[config.mk]
export PLATFORM = sky130hd
export DESIGN_NAME = eth_rx_frontend
export DESIGN_NICKNAME = d
export VERILOG_FILES = /design/src/common/eth_rx_pkg.sv /design/src/block_sync/block_sync_fsm.sv /design/src/block_sync/sh_window_counter.sv /design/src/logic/block_assembler.sv /design/src/logic/block_type_stats.sv /design/src/logic/eth_rx_frontend.sv
export SDC_FILE = /design/constraint.sdc
export NUM_CORES = 1
export LEC_CHECK = 0
export ABC_AREA = 1
export ABC_CLOCK_PERIOD_IN_PS = 3900
export BUFFER_PORTS_ARGS = -buffer_cell sky130_fd_sc_hd__buf_2
export CAP_MARGIN = 20
export CORE_ASPECT_RATIO = 0.75
export CORE_MARGIN = 8
export CORE_UTILIZATION = 40
export CTS_BUF_LIST = sky130_fd_sc_hd__clkbuf_8
export DETAILED_ROUTE_END_ITERATION = 10
export GPL_TIMING_DRIVEN = 0
export PLACE_DENSITY = 0.68
export SETUP_SLACK_MARGIN = 0.2
export SYNTH_ARGS = -nofsm -noshare
export SYNTH_HDL_FRONTEND = slang
export SYNTH_SLANG_ARGS = --single-unit
[constraint.sdc]
create_clock -name clk_gtx_rx -period 3.9 [get_ports clk_gtx_rx]
set_input_delay 0.39 -clock clk_gtx_rx [delete_from_list [all_inputs] [get_ports clk_gtx_rx]]
set_output_delay 0.39 -clock clk_gtx_rx [all_outputs]
set_load 0.005 [all_outputs]
[src/common/eth_rx_pkg.sv]
package eth_rx_pkg;

    // Gearbox side of the lane
    localparam int WORD_WIDTH   = 32;
    localparam int HEADER_WIDTH = 2;

    // One 64b/66b block, payload only
    localparam int BLOCK_WIDTH  = 2 * WORD_WIDTH;

    // 64b/66b sync header codes
    // Only 01 and 10 are legal on the line, the other two mark a bad header
    typedef enum logic [HEADER_WIDTH-1:0] {
        SH_INVALID_00 = 2'b00,
        SH_DATA       = 2'b01,   // Eight data octets
        SH_CTRL       = 2'b10,   // Block type field follows
        SH_INVALID_11 = 2'b11
    } sync_header_e;

    // Block lock states
    typedef enum logic [1:0] {
        LOCK_INIT = 2'd0,        // Out of reset, waiting for a first block
        TEST_SH   = 2'd1,        // Unlocked, testing headers
        LOCKED    = 2'd2,
        SLIP      = 2'd3         // One cycle, asks the gearbox to shift by a bit
    } sync_state_e;

    // Codes that a receiver may accept
    function automatic logic sh_is_valid(input sync_header_e sh);
        logic ok;
        case (sh)
            SH_DATA, SH_CTRL: ok = 1'b1;
            default:          ok = 1'b0;
        endcase
        return ok;
    endfunction

endpackage

[src/block_sync/block_sync_fsm.sv]
`timescale 1ns/1ns

module block_sync_fsm
    import eth_rx_pkg::*;
(
    input  logic clk_gtx_rx,
    input  logic i_arst_n,

    input  logic i_block_strobe,
    input  logic i_window_done,
    input  logic i_invalid_limit,

    output logic o_rxslip,
    output logic o_block_lock,
    output logic o_locked_cnt,
    output logic o_clear
);

    sync_state_e state;
    sync_state_e state_next;

    // Moves only on a strobed block, except SLIP which always leaves
    always_comb begin
        state_next = state;
        case (state)
            LOCK_INIT: begin
                if (i_block_strobe) begin
                    state_next = TEST_SH;   // First block already counted
                end
            end

            TEST_SH: begin
                if (i_block_strobe) begin
                    if (i_invalid_limit) begin
                        state_next = SLIP;  // Limit is a single bad header here
                    end else if (i_window_done) begin
                        state_next = LOCKED;
                    end
                end
            end

            LOCKED: begin
                // A clean window end just keeps the lock
                if (i_block_strobe && i_invalid_limit) begin
                    state_next = SLIP;
                end
            end

            SLIP: begin
                state_next = TEST_SH;
            end

            default: begin
                state_next = LOCK_INIT;
            end
        endcase
    end

    always_ff @(posedge clk_gtx_rx or negedge i_arst_n) begin
        if (!i_arst_n) begin
            state <= LOCK_INIT;
        end else begin
            state <= state_next;
        end
    end

    // Moore outputs
    always_comb begin
        o_rxslip     = (state == SLIP);
        o_clear      = (state == SLIP);     // Window restarts with the slip
        o_block_lock = (state == LOCKED);
        o_locked_cnt = (state == LOCKED);   // Selects the bad-header limit
    end

endmodule

[src/block_sync/sh_window_counter.sv]
`timescale 1ns/1ns

module sh_window_counter #(
    parameter int SH_WINDOW        = 64,
    parameter int SH_INVALID_LIMIT = 16
) (
    input  logic clk_gtx_rx,
    input  logic i_arst_n,

    input  logic i_block_strobe,
    input  logic i_sh_valid,
    input  logic i_locked,
    input  logic i_clear,

    output logic o_window_done,
    output logic o_invalid_limit
);

    localparam int BLK_W = (SH_WINDOW > 1) ? $clog2(SH_WINDOW + 1) : 1;
    localparam int BAD_W = (SH_INVALID_LIMIT > 1) ? $clog2(SH_INVALID_LIMIT + 1) : 1;

    logic [BLK_W-1:0] blk_cnt;      // Blocks seen so far in the window
    logic [BAD_W-1:0] bad_cnt;      // Bad headers so far in the window
    logic [BAD_W-1:0] bad_cnt_inc;
    logic [BAD_W-1:0] active_limit;

    assign bad_cnt_inc  = bad_cnt + 1'b1;
    assign active_limit = i_locked ? BAD_W'(SH_INVALID_LIMIT) : BAD_W'(1);

    // Both flags already include the block on the strobe
    assign o_window_done   = i_block_strobe && (blk_cnt == BLK_W'(SH_WINDOW - 1));
    assign o_invalid_limit = i_block_strobe && !i_sh_valid && (bad_cnt_inc >= active_limit);

    always_ff @(posedge clk_gtx_rx or negedge i_arst_n) begin
        if (!i_arst_n) begin
            blk_cnt <= '0;
            bad_cnt <= '0;
        end else if (i_clear || o_window_done || o_invalid_limit) begin
            blk_cnt <= '0;
            bad_cnt <= '0;
        end else if (i_block_strobe) begin
            blk_cnt <= blk_cnt + 1'b1;
            if (!i_sh_valid) begin
                bad_cnt <= bad_cnt_inc;
            end
        end
    end

endmodule

[src/logic/block_assembler.sv]
`timescale 1ns/1ns

module block_assembler
    import eth_rx_pkg::*;
(
    input  logic                    clk_gtx_rx,
    input  logic                    i_arst_n,

    // From the gearbox
    input  logic [WORD_WIDTH-1:0]   i_rx_data,
    input  logic                    i_rx_data_valid,
    input  logic [HEADER_WIDTH-1:0] i_rx_header,
    input  logic                    i_rx_header_valid,

    output logic                    o_block_valid,
    output sync_header_e            o_block_header,
    output logic [BLOCK_WIDTH-1:0]  o_block_data,
    output logic                    o_sh_valid
);

    logic                  pending;       // First half of a block is held
    logic [WORD_WIDTH-1:0] first_word;
    sync_header_e          first_header;
    logic                  word_first;
    logic                  word_second;

    // Stalls are words with the data valid low
    assign word_first  = i_rx_data_valid && i_rx_header_valid;
    assign word_second = i_rx_data_valid && !i_rx_header_valid && pending;

    always_ff @(posedge clk_gtx_rx or negedge i_arst_n) begin
        if (!i_arst_n) begin
            pending       <= 1'b0;
            o_block_valid <= 1'b0;
        end else begin
            o_block_valid <= word_second;
            if (word_first) begin
                pending <= 1'b1;        // Any open block is dropped here
            end else if (word_second) begin
                pending <= 1'b0;
            end
        end
    end

    // Header arrives with the first word
    always_ff @(posedge clk_gtx_rx) begin
        if (word_first) begin
            first_word   <= i_rx_data;
            first_header <= sync_header_e'(i_rx_header);
        end
    end

    always_ff @(posedge clk_gtx_rx) begin
        if (word_second) begin
            o_block_data   <= {first_word, i_rx_data};  // First word in the upper half
            o_block_header <= first_header;
            o_sh_valid     <= sh_is_valid(first_header);
        end
    end

endmodule

[src/logic/block_type_stats.sv]
`timescale 1ns/1ns

module block_type_stats
    import eth_rx_pkg::*;
#(
    parameter int STAT_WIDTH = 16
) (
    input  logic                  clk_gtx_rx,
    input  logic                  i_arst_n,

    input  logic                  i_block_strobe,
    input  sync_header_e          i_block_header,
    input  logic                  i_sh_valid,
    input  logic                  i_block_lock,

    output logic [STAT_WIDTH-1:0] o_data_block_count,
    output logic [STAT_WIDTH-1:0] o_ctrl_block_count
);

    logic count_en;

    // Lock level as it stands at the strobe
    assign count_en = i_block_strobe && i_block_lock && i_sh_valid;

    always_ff @(posedge clk_gtx_rx or negedge i_arst_n) begin
        if (!i_arst_n) begin
            o_data_block_count <= '0;
            o_ctrl_block_count <= '0;
        end else if (count_en) begin
            case (i_block_header)
                SH_DATA: begin
                    if (o_data_block_count != '1) begin     // Saturate
                        o_data_block_count <= o_data_block_count + 1'b1;
                    end
                end
                SH_CTRL: begin
                    if (o_ctrl_block_count != '1) begin
                        o_ctrl_block_count <= o_ctrl_block_count + 1'b1;
                    end
                end
                default: ;
            endcase
        end
    end

endmodule

[src/logic/eth_rx_frontend.sv]
`timescale 1ns/1ns

module eth_rx_frontend
    import eth_rx_pkg::*;
#(
    parameter int SH_WINDOW        = 64,
    parameter int SH_INVALID_LIMIT = 16,
    parameter int STAT_WIDTH       = 16
) (
    input  logic                    clk_gtx_rx,
    input  logic                    i_arst_n,

    // Gearbox output
    input  logic [WORD_WIDTH-1:0]   i_rx_data,
    input  logic                    i_rx_data_valid,
    input  logic [HEADER_WIDTH-1:0] i_rx_header,
    input  logic                    i_rx_header_valid,

    output logic                    o_block_valid,
    output sync_header_e            o_block_header,
    output logic [BLOCK_WIDTH-1:0]  o_block_data,
    output logic                    o_rxslip,        // Back to the gearbox
    output logic                    o_block_lock,
    output logic [STAT_WIDTH-1:0]   o_data_block_count,
    output logic [STAT_WIDTH-1:0]   o_ctrl_block_count
);

    logic sh_valid;
    logic window_done;
    logic invalid_limit;
    logic locked_cnt;
    logic win_clear;

    block_assembler block_assembler_inst (
        .clk_gtx_rx        (clk_gtx_rx),
        .i_arst_n          (i_arst_n),
        .i_rx_data         (i_rx_data),
        .i_rx_data_valid   (i_rx_data_valid),
        .i_rx_header       (i_rx_header),
        .i_rx_header_valid (i_rx_header_valid),
        .o_block_valid     (o_block_valid),
        .o_block_header    (o_block_header),
        .o_block_data      (o_block_data),
        .o_sh_valid        (sh_valid)
    );

    // Header bookkeeping per window
    sh_window_counter #(
        .SH_WINDOW        (SH_WINDOW),
        .SH_INVALID_LIMIT (SH_INVALID_LIMIT)
    ) sh_window_counter_inst (
        .clk_gtx_rx      (clk_gtx_rx),
        .i_arst_n        (i_arst_n),
        .i_block_strobe  (o_block_valid),
        .i_sh_valid      (sh_valid),
        .i_locked        (locked_cnt),
        .i_clear         (win_clear),
        .o_window_done   (window_done),
        .o_invalid_limit (invalid_limit)
    );

    block_sync_fsm block_sync_fsm_inst (
        .clk_gtx_rx      (clk_gtx_rx),
        .i_arst_n        (i_arst_n),
        .i_block_strobe  (o_block_valid),
        .i_window_done   (window_done),
        .i_invalid_limit (invalid_limit),
        .o_rxslip        (o_rxslip),
        .o_block_lock    (o_block_lock),
        .o_locked_cnt    (locked_cnt),
        .o_clear         (win_clear)
    );

    block_type_stats #(
        .STAT_WIDTH (STAT_WIDTH)
    ) block_type_stats_inst (
        .clk_gtx_rx         (clk_gtx_rx),
        .i_arst_n           (i_arst_n),
        .i_block_strobe     (o_block_valid),
        .i_block_header     (o_block_header),
        .i_sh_valid         (sh_valid),
        .i_block_lock       (o_block_lock),
        .o_data_block_count (o_data_block_count),
        .o_ctrl_block_count (o_ctrl_block_count)
    );

endmodule

==> results of run 1 <==
## Yosys cell counts
| master | number | area, um2 |
|---|---|---|
| nor3b_1 | 2 | 15.01 |
| o22ai_1 | 3 | 18.77 |
| nand2_2 | 4 | 25.02 |
| a21oi_1 | 3 | 15.01 |
| nor2_1 | 29 | 108.9 |
| nor3b_2 | 1 | 12.51 |
| nor3_2 | 1 | 10.01 |
| edfxtp_1 | 101 | 3033 |
| nor3_1 | 10 | 50.05 |
| nand4_2 | 1 | 12.51 |
| buf_6 | 3 | 33.78 |
| nand4_1 | 8 | 50.05 |
| nor4_1 | 2 | 12.51 |
| xnor2_1 | 7 | 61.31 |
| o21ai_1 | 9 | 45.04 |
| xor2_1 | 25 | 219.0 |
| o21ai_2 | 3 | 26.28 |
| nand2_1 | 89 | 334.1 |
| inv_1 | 40 | 150.1 |
| o21ai_0 | 9 | 45.04 |
| dfrtp_1 | 48 | 1201 |
| ha_1 | 10 | 125.1 |
| inv_2 | 3 | 11.26 |
| buf_4 | 1 | 7.510 |
| nand3b_1 | 2 | 15.01 |
| nand3_1 | 24 | 120.1 |
| nor2_4 | 2 | 22.52 |
| nand3_2 | 2 | 20.02 |
## flip-flops by register name (all words and copies together) (netlist names)
signal,cells
block_assembler_inst.o_block_data,64
sh_window_counter_inst.blk_cnt,7
block_assembler_inst.first_word,32
block_assembler_inst.pending,1
block_assembler_inst.first_header,2
block_assembler_inst.o_block_valid,1
block_type_stats_inst.o_ctrl_block_count,16
block_assembler_inst.o_sh_valid,1
block_type_stats_inst.o_data_block_count,16
sh_window_counter_inst.bad_cnt,5
block_assembler_inst.o_block_header,2
block_sync_fsm_inst.state,2
## layout make-up
class | count | area [um2]
timing repair buffer | 142 | 768.2
clock inverter | 15 | 157.7
fill | 1289 | 7093
sequential | 149 | 4234
inverter | 43 | 161.4
buffer | 4 | 41.29
clock buffer | 17 | 234.0
multi-input combinational | 246 | 1371
tap | 200 | 250.2
## repair_timing
action                                 4_1_cts  5_1_grt
hold buffers                                 0        1
setup buffers                                0        0
endpoints found under the hold margin        0       21
## routing by layer
metal  GRT usage, %  up-vias  wire length [um]
met1          15.67     1827              5167
met3          6.346       20               987
met2          22.09      111              6041
li1               -     1838                 -
met4          6.349        0               184
met5              0        -                 0
## where the power goes
part	internal, mW	switching (mW)
registers	1.79	0.0637
logic	0.133	0.208
clock network	0.534	0.645
total	2.46	0.917
## path summary, 6_finish.rpt
| kind | endpoint | slack (ns) | cells after the start |
|---|---|---|---|
| worst max-delay path | sh_window_counter_inst.blk_cnt[2] | 1.65 | 13 |
| worst min-delay path | block_assembler_inst.first_word[19] | 0.12 | 1 |
| worst max register to register | sh_window_counter_inst.blk_cnt[2] | 1.65 | 13 |
| worst min register to register | block_assembler_inst.o_block_data[38] | 0.42 | 0 |
| max in group asynchronous | sh_window_counter_inst.bad_cnt[0] | 2.92 | 3 |
| min in group asynchronous | block_type_stats_inst.o_ctrl_block_count[13] | 0.44 | 2 |
## cell families after synthesis
family          count (synthesis)
simple gates                  177
xor+xnor                       32
fa+ha+maj                      10
compound gates                 27
flops                         149
buf+inv                        47
==> key figures, run 1 <==
Run status
  • Outcome: completed

Timing
  • Min Tclk post-route: 2.250 ns
  • Setup ws final: 1.650 ns
  • Final Max Tran Viols: 0
  • Worst Tran Pin Value: 1.038 ns
  • Final Cycle Share: 57.70%
  • Hold WS: 0.1192 ns
  • Rel. slew slack: 30.66%
  • Setup TNS: 0 ns
  • Setup-failing EPs final: 0
  • Fmax: 444.4 MHz
  • Clk_skew: 0.01631 ns
  • Final hold vios: 0
  • RSZ-0062 raised after global routing: false

Die
  • Die height: 120.3 um
  • I/O pins: 139
  • # rows: 38
  • Core area: 14,310 um2
  • Die Area: 18,650 um2
  • Die width: 155.1 um
  • Starting Density: 40.53%

Setup path
  • CP cell instances: inv_1, ha_1, inv_1, ha_1, nor2_1, nand2_1, nor2_1, nand2_1, nand2_1, nand2_1, nand2_1, nand2_2, nor3b_1
  • Crit Path Category: reg -> reg
  • Worst EP arrival: 2.61 ns
  • Most common cell on crit path: nand2_1
  • Family with the most delay on the worst path: simple AND/OR/NAND/NOR gates
  • Slowest CP cell: dfrtp_1
  • WP data required: 4.26 ns
  • Reg2reg start: block_sync_fsm_inst.state[0]
  • CP Capture Type: register
  • Critical path startpoint category: register
  • Critical Path Start: block_sync_fsm_inst.state[0]
  • CP peak stage delay: 0.43 ns
  • Crit Path Max Fanout: 10
  • Buffer and inverter count on the worst path: 2

CTS
  • # resized after CTS: 0
  • Longest Clk Path Bufs: 2
  • Worst skew pair latency: 0.46 ns
  • H-tree levels: 4
  • Clk slew on worst S/H paths: 0.09 ns
  • Inserted Clock Buffers: 17
  • Root buf cell: clkbuf_8
  • CTS sink cnt: 149
  • CTS tree: done

Final layout
  • Antenna diodes: 0
  • Layout area overhead: 24.44%
  • Final Cell Area: 7218 um2
  • Post-route core utilization: 50.44%
  • Fraction of layout cells with a size suffix above 1: 31.33%
  • Final nets: 651
  • Finished Layout Cells: 816
  • Most common cell after layout, fill and taps aside: buf_2
  • Most frequent cells in the layout: buf_2 (138), edfxtp_1 (101), nand2_1 (89)

Synthesis
  • Adder-cell share of the synthesized area: 2.157%
  • Mux contribution to synthesized area: 0%
  • Register area share after synthesis: 72.99%
  • Unique masters post-synth: 28
  • Syn Inst Count: 442
  • Main combinational cell family by area after synthesis: simple AND/OR/NAND/NOR gates
  • Synth warn: 0
  • Syn Area/Cell: 13.12 um2
  • Mapped cell area: 5801 um2
  • Post-Synth Simple-Gate Area: 13.93%
  • Post-synthesis compound-gate area fraction: 2.588%
  • Post-synthesis xor/xnor area fraction: 4.832%
  • Syn_nets: 490
  • FF+latch count, synth: 149

Global route
  • Largest net degree at the start of global routing: 49
  • Gr ovfl total: 0
  • First-pass GRT wire length: 19.98 mm
  • Vias in the first global route: 3,925
  • GRT Util Overall: 13.81%
  • Initial antenna violation count: 0

Drt
  • DR WL/cell: 15.17 um
  • DRT antenna net count: 0
  • Avg Vias per Cell: 4.652
  • DRC: 0
  • DRC marker count from the first detailed-route iteration: 216
  • Via count: 3,796
  • Drt total wl: 12.38 mm
  • DRT Pass-1 Iters: 5

Place
  • PortBufs: 138
  • Hpwl dp: 8.999 mm
  • Post-DP Area: 6797 um2
  • Gpl congestion: 0.8580
  • Placed cell count: 782
  • Post-placement worst setup slack: 1.678 ns

Power
  • P per Cell Area: 467.2 nW/um2
  • Total power: 3.373 mW
  • Leakage Power: 3.116 nW
  • Maximum VDD drop: 412.8 uV

Min path
  • Hold_sp: i_rx_data[19]
  • Worst hold path type: in -> reg

Flow run
  • Max_cap viols: 0
Power figures use the tool's default switching activity.
==> run 2, diff against run 1 <==
ABC_CLOCK_PERIOD_IN_PS = 2200   (was 3900)
PLACE_DENSITY = 0.66   (was 0.68)
clock period = 2.2 ns   (was 3.9 ns; I/O delays follow)
==> key figures, run 2 (same netlist as run 1, synthesis figures left out) <==
Die
  • Starting Density: 40.53%
  • Die height: 120.3 um
  • Die Area: 18,650 um2
  • Die width: 155.1 um
  • I/O pins: 139
  • # rows: 38
  • Core area: 14,310 um2

Drt
  • DRC: 0
  • DRT antenna net count: 0
  • Drt total wl: 13.29 mm
  • DRC marker count from the first detailed-route iteration: 221
  • Avg Vias per Cell: 4.671
  • Via count: 4,003
  • DRT Pass-1 Iters: 5
  • DR WL/cell: 15.51 um

Final layout
  • Most frequent cells in the layout: buf_2 (138), edfxtp_1 (101), nand2_1 (86)
  • Fill cells: 1,207
  • Fraction of layout cells with a size suffix above 1: 32.72%
  • Biggest regs: block_assembler_inst.o_block_data: 64 flops, block_assembler_inst.first_word: 32 flops
  • Max FFs per register: 64
  • Finished Layout Cells: 857
  • Antenna diodes: 0
  • Final nets: 693
  • Area of the multi-input gates: 1455 um2
  • Most common cell after layout, fill and taps aside: buf_2
  • Most flop-heavy register: block_assembler_inst.o_block_data
  • Layout area overhead: 32.77%
  • Storage element area: 4237 um2

CTS
  • CTS tree: done
  • Root buf cell: clkbuf_8
  • Clk slew on worst S/H paths: 0.09 ns
  • Inserted Clock Buffers: 17
  • Longest Clk Path Bufs: 2
  • Worst skew pair latency: 0.44 ns
  • H-tree levels: 4
  • CTS sink cnt: 149

Setup path
  • WP data required: 2.52 ns
  • Crit Path Max Fanout: 10
  • Critical Path Start: block_type_stats_inst.o_data_block_count[1]
  • Crit Path Category: reg -> reg
  • Reg-to-reg setup timing slack: 0.35 ns
  • Worst reg2reg endpoint: block_type_stats_inst.o_data_block_count[12]
  • CP Capture Type: register
  • Worst EP arrival: 2.17 ns
  • R2r worst-path depth: 8
  • Reg2reg start: block_type_stats_inst.o_data_block_count[1]
  • Critical path startpoint category: register

Global route
  • Largest net degree at the start of global routing: 49
  • Gr ovfl total: 0
  • Vias in the first global route: 4,160
  • First-pass GRT wire length: 21.45 mm
  • GRT Util Overall: 14.56%
  • Initial antenna violation count: 0

Min path
  • Worst Hold End: block_assembler_inst.o_block_valid
  • Hold Path Stages: 2
  • Hold_sp: i_rx_header_valid
  • Worst hold path type: in -> reg

Run status
  • Outcome: completed

Timing
  • Final Max Tran Viols: 0
  • Clk_skew: 0.01201 ns
  • Min Tclk post-route: 1.850 ns
  • Rel. slew slack: 56.03%
  • Setup-failing EPs final: 0
  • Final Cycle Share: 84.10%
  • Setup TNS: 0 ns
  • Worst Tran Pin Value: 0.6588 ns
  • Final hold vios: 0
  • RSZ-0062 raised after global routing: false
  • Fmax: 540.5 MHz

Power
  • P per Cell Area: 794.9 nW/um2
  • Maximum VDD drop: 540.1 uV
  • Total power: 6.122 mW
  • Leakage Power: 3.321 nW

Place
  • Gpl congestion: 0.8769
  • Hpwl dp: 9.371 mm
  • PortBufs: 138
  • Placed cell count: 783

Flow run
  • Max_cap viols: 0
==> run 2: cell types whose count changed in the layout (fill, tap and decap cells not counted), sizes merged <==
| cell | before | now |
|---|---|---|
| buf | 145 | 151 |
| clkinv | 2 | 3 |
| nand2 | 93 | 94 |
| inv | 55 | 51 |
| clkinvlp | 0 | 2 |
| dlygate4sd3 | 1 | 36 |
==> run 2: critical path: stages, from the launching register on <==
cell     delay, ns
dfrtp_1       0.42
ha_1          0.24
nand3_2       0.16
nor3_4        0.23
nand4_1       0.17
nand2_2       0.17
buf_6         0.16
nor2_1        0.06
xor2_1        0.13
==> run 2: worst max path at each step <==
| stage | to | cells past startpoint |
|---|---|---|
| 2_1_floorplan | sh_window_counter_inst.blk_cnt[0] | 13 |
| 3_3_place_gp | block_assembler_inst.o_block_data[48] | 2 |
| 3_5_place_dp | sh_window_counter_inst.blk_cnt[2] | 13 |
| 4_1_cts | sh_window_counter_inst.bad_cnt[0] | 13 |
| 5_1_grt | sh_window_counter_inst.blk_cnt[0] | 12 |
| 6_report | block_type_stats_inst.o_data_block_count[12] | 8 |
==> run 2: layer usage <==
layer,vias up,wire length (um),global-route usage [%]
met1,1965,5719,17.45
met2,106,6600,23.85
met4,0,159,5.006
li1,1920,-,-
met3,12,809,5.490
met5,-,0,0
==> run 2: area by class of cell <==
class / count / area share, %
repair buffers: 183 / 15.27
flip-flops and latches: 149 / 55.01
clock buffers: 17 / 3.038
plain buffers: 4 / 0.5361
multi-input cells: 247 / 18.90
inverters: 43 / 2.096
well taps: 200 / 3.249
clock inverters: 14 / 1.901
==> run 2: timing repair <==
action,in CTS,in global routing
resized for setup,5,16
cloned,0,1
pin swaps,0,7
hold buffers,35,1
setup buffers,1,4
hold endpoints to repair,67,17
setup endpoints to repair,14,23
==> run 2: power by group <==
part	leakage [nW]	internal, mW	switching (mW)
logic	1.54	0.363	0.446
registers	1.59	3.17	0.105
clock network	0.192	0.928	1.11
total	3.32	4.47	1.66
==> run 2: per-stage QoR <==
stage | hold slack (ns) | worst slack (ns) | area, um2 | utilization (%)
after floorplan | -0.07559 | 0.3136 | 5808 | -
after global placement | 0.4007 | -0.08443 | 6749 | 47.16
after detailed placement | 0.4045 | 0.04211 | 6817 | 47.63
after CTS | 0.009269 | 0.2123 | 7575 | 52.93
after global routing | 0.01595 | 0.2052 | 7701 | 53.81
final | 0.04321 | 0.3499 | 7701 | 53.81
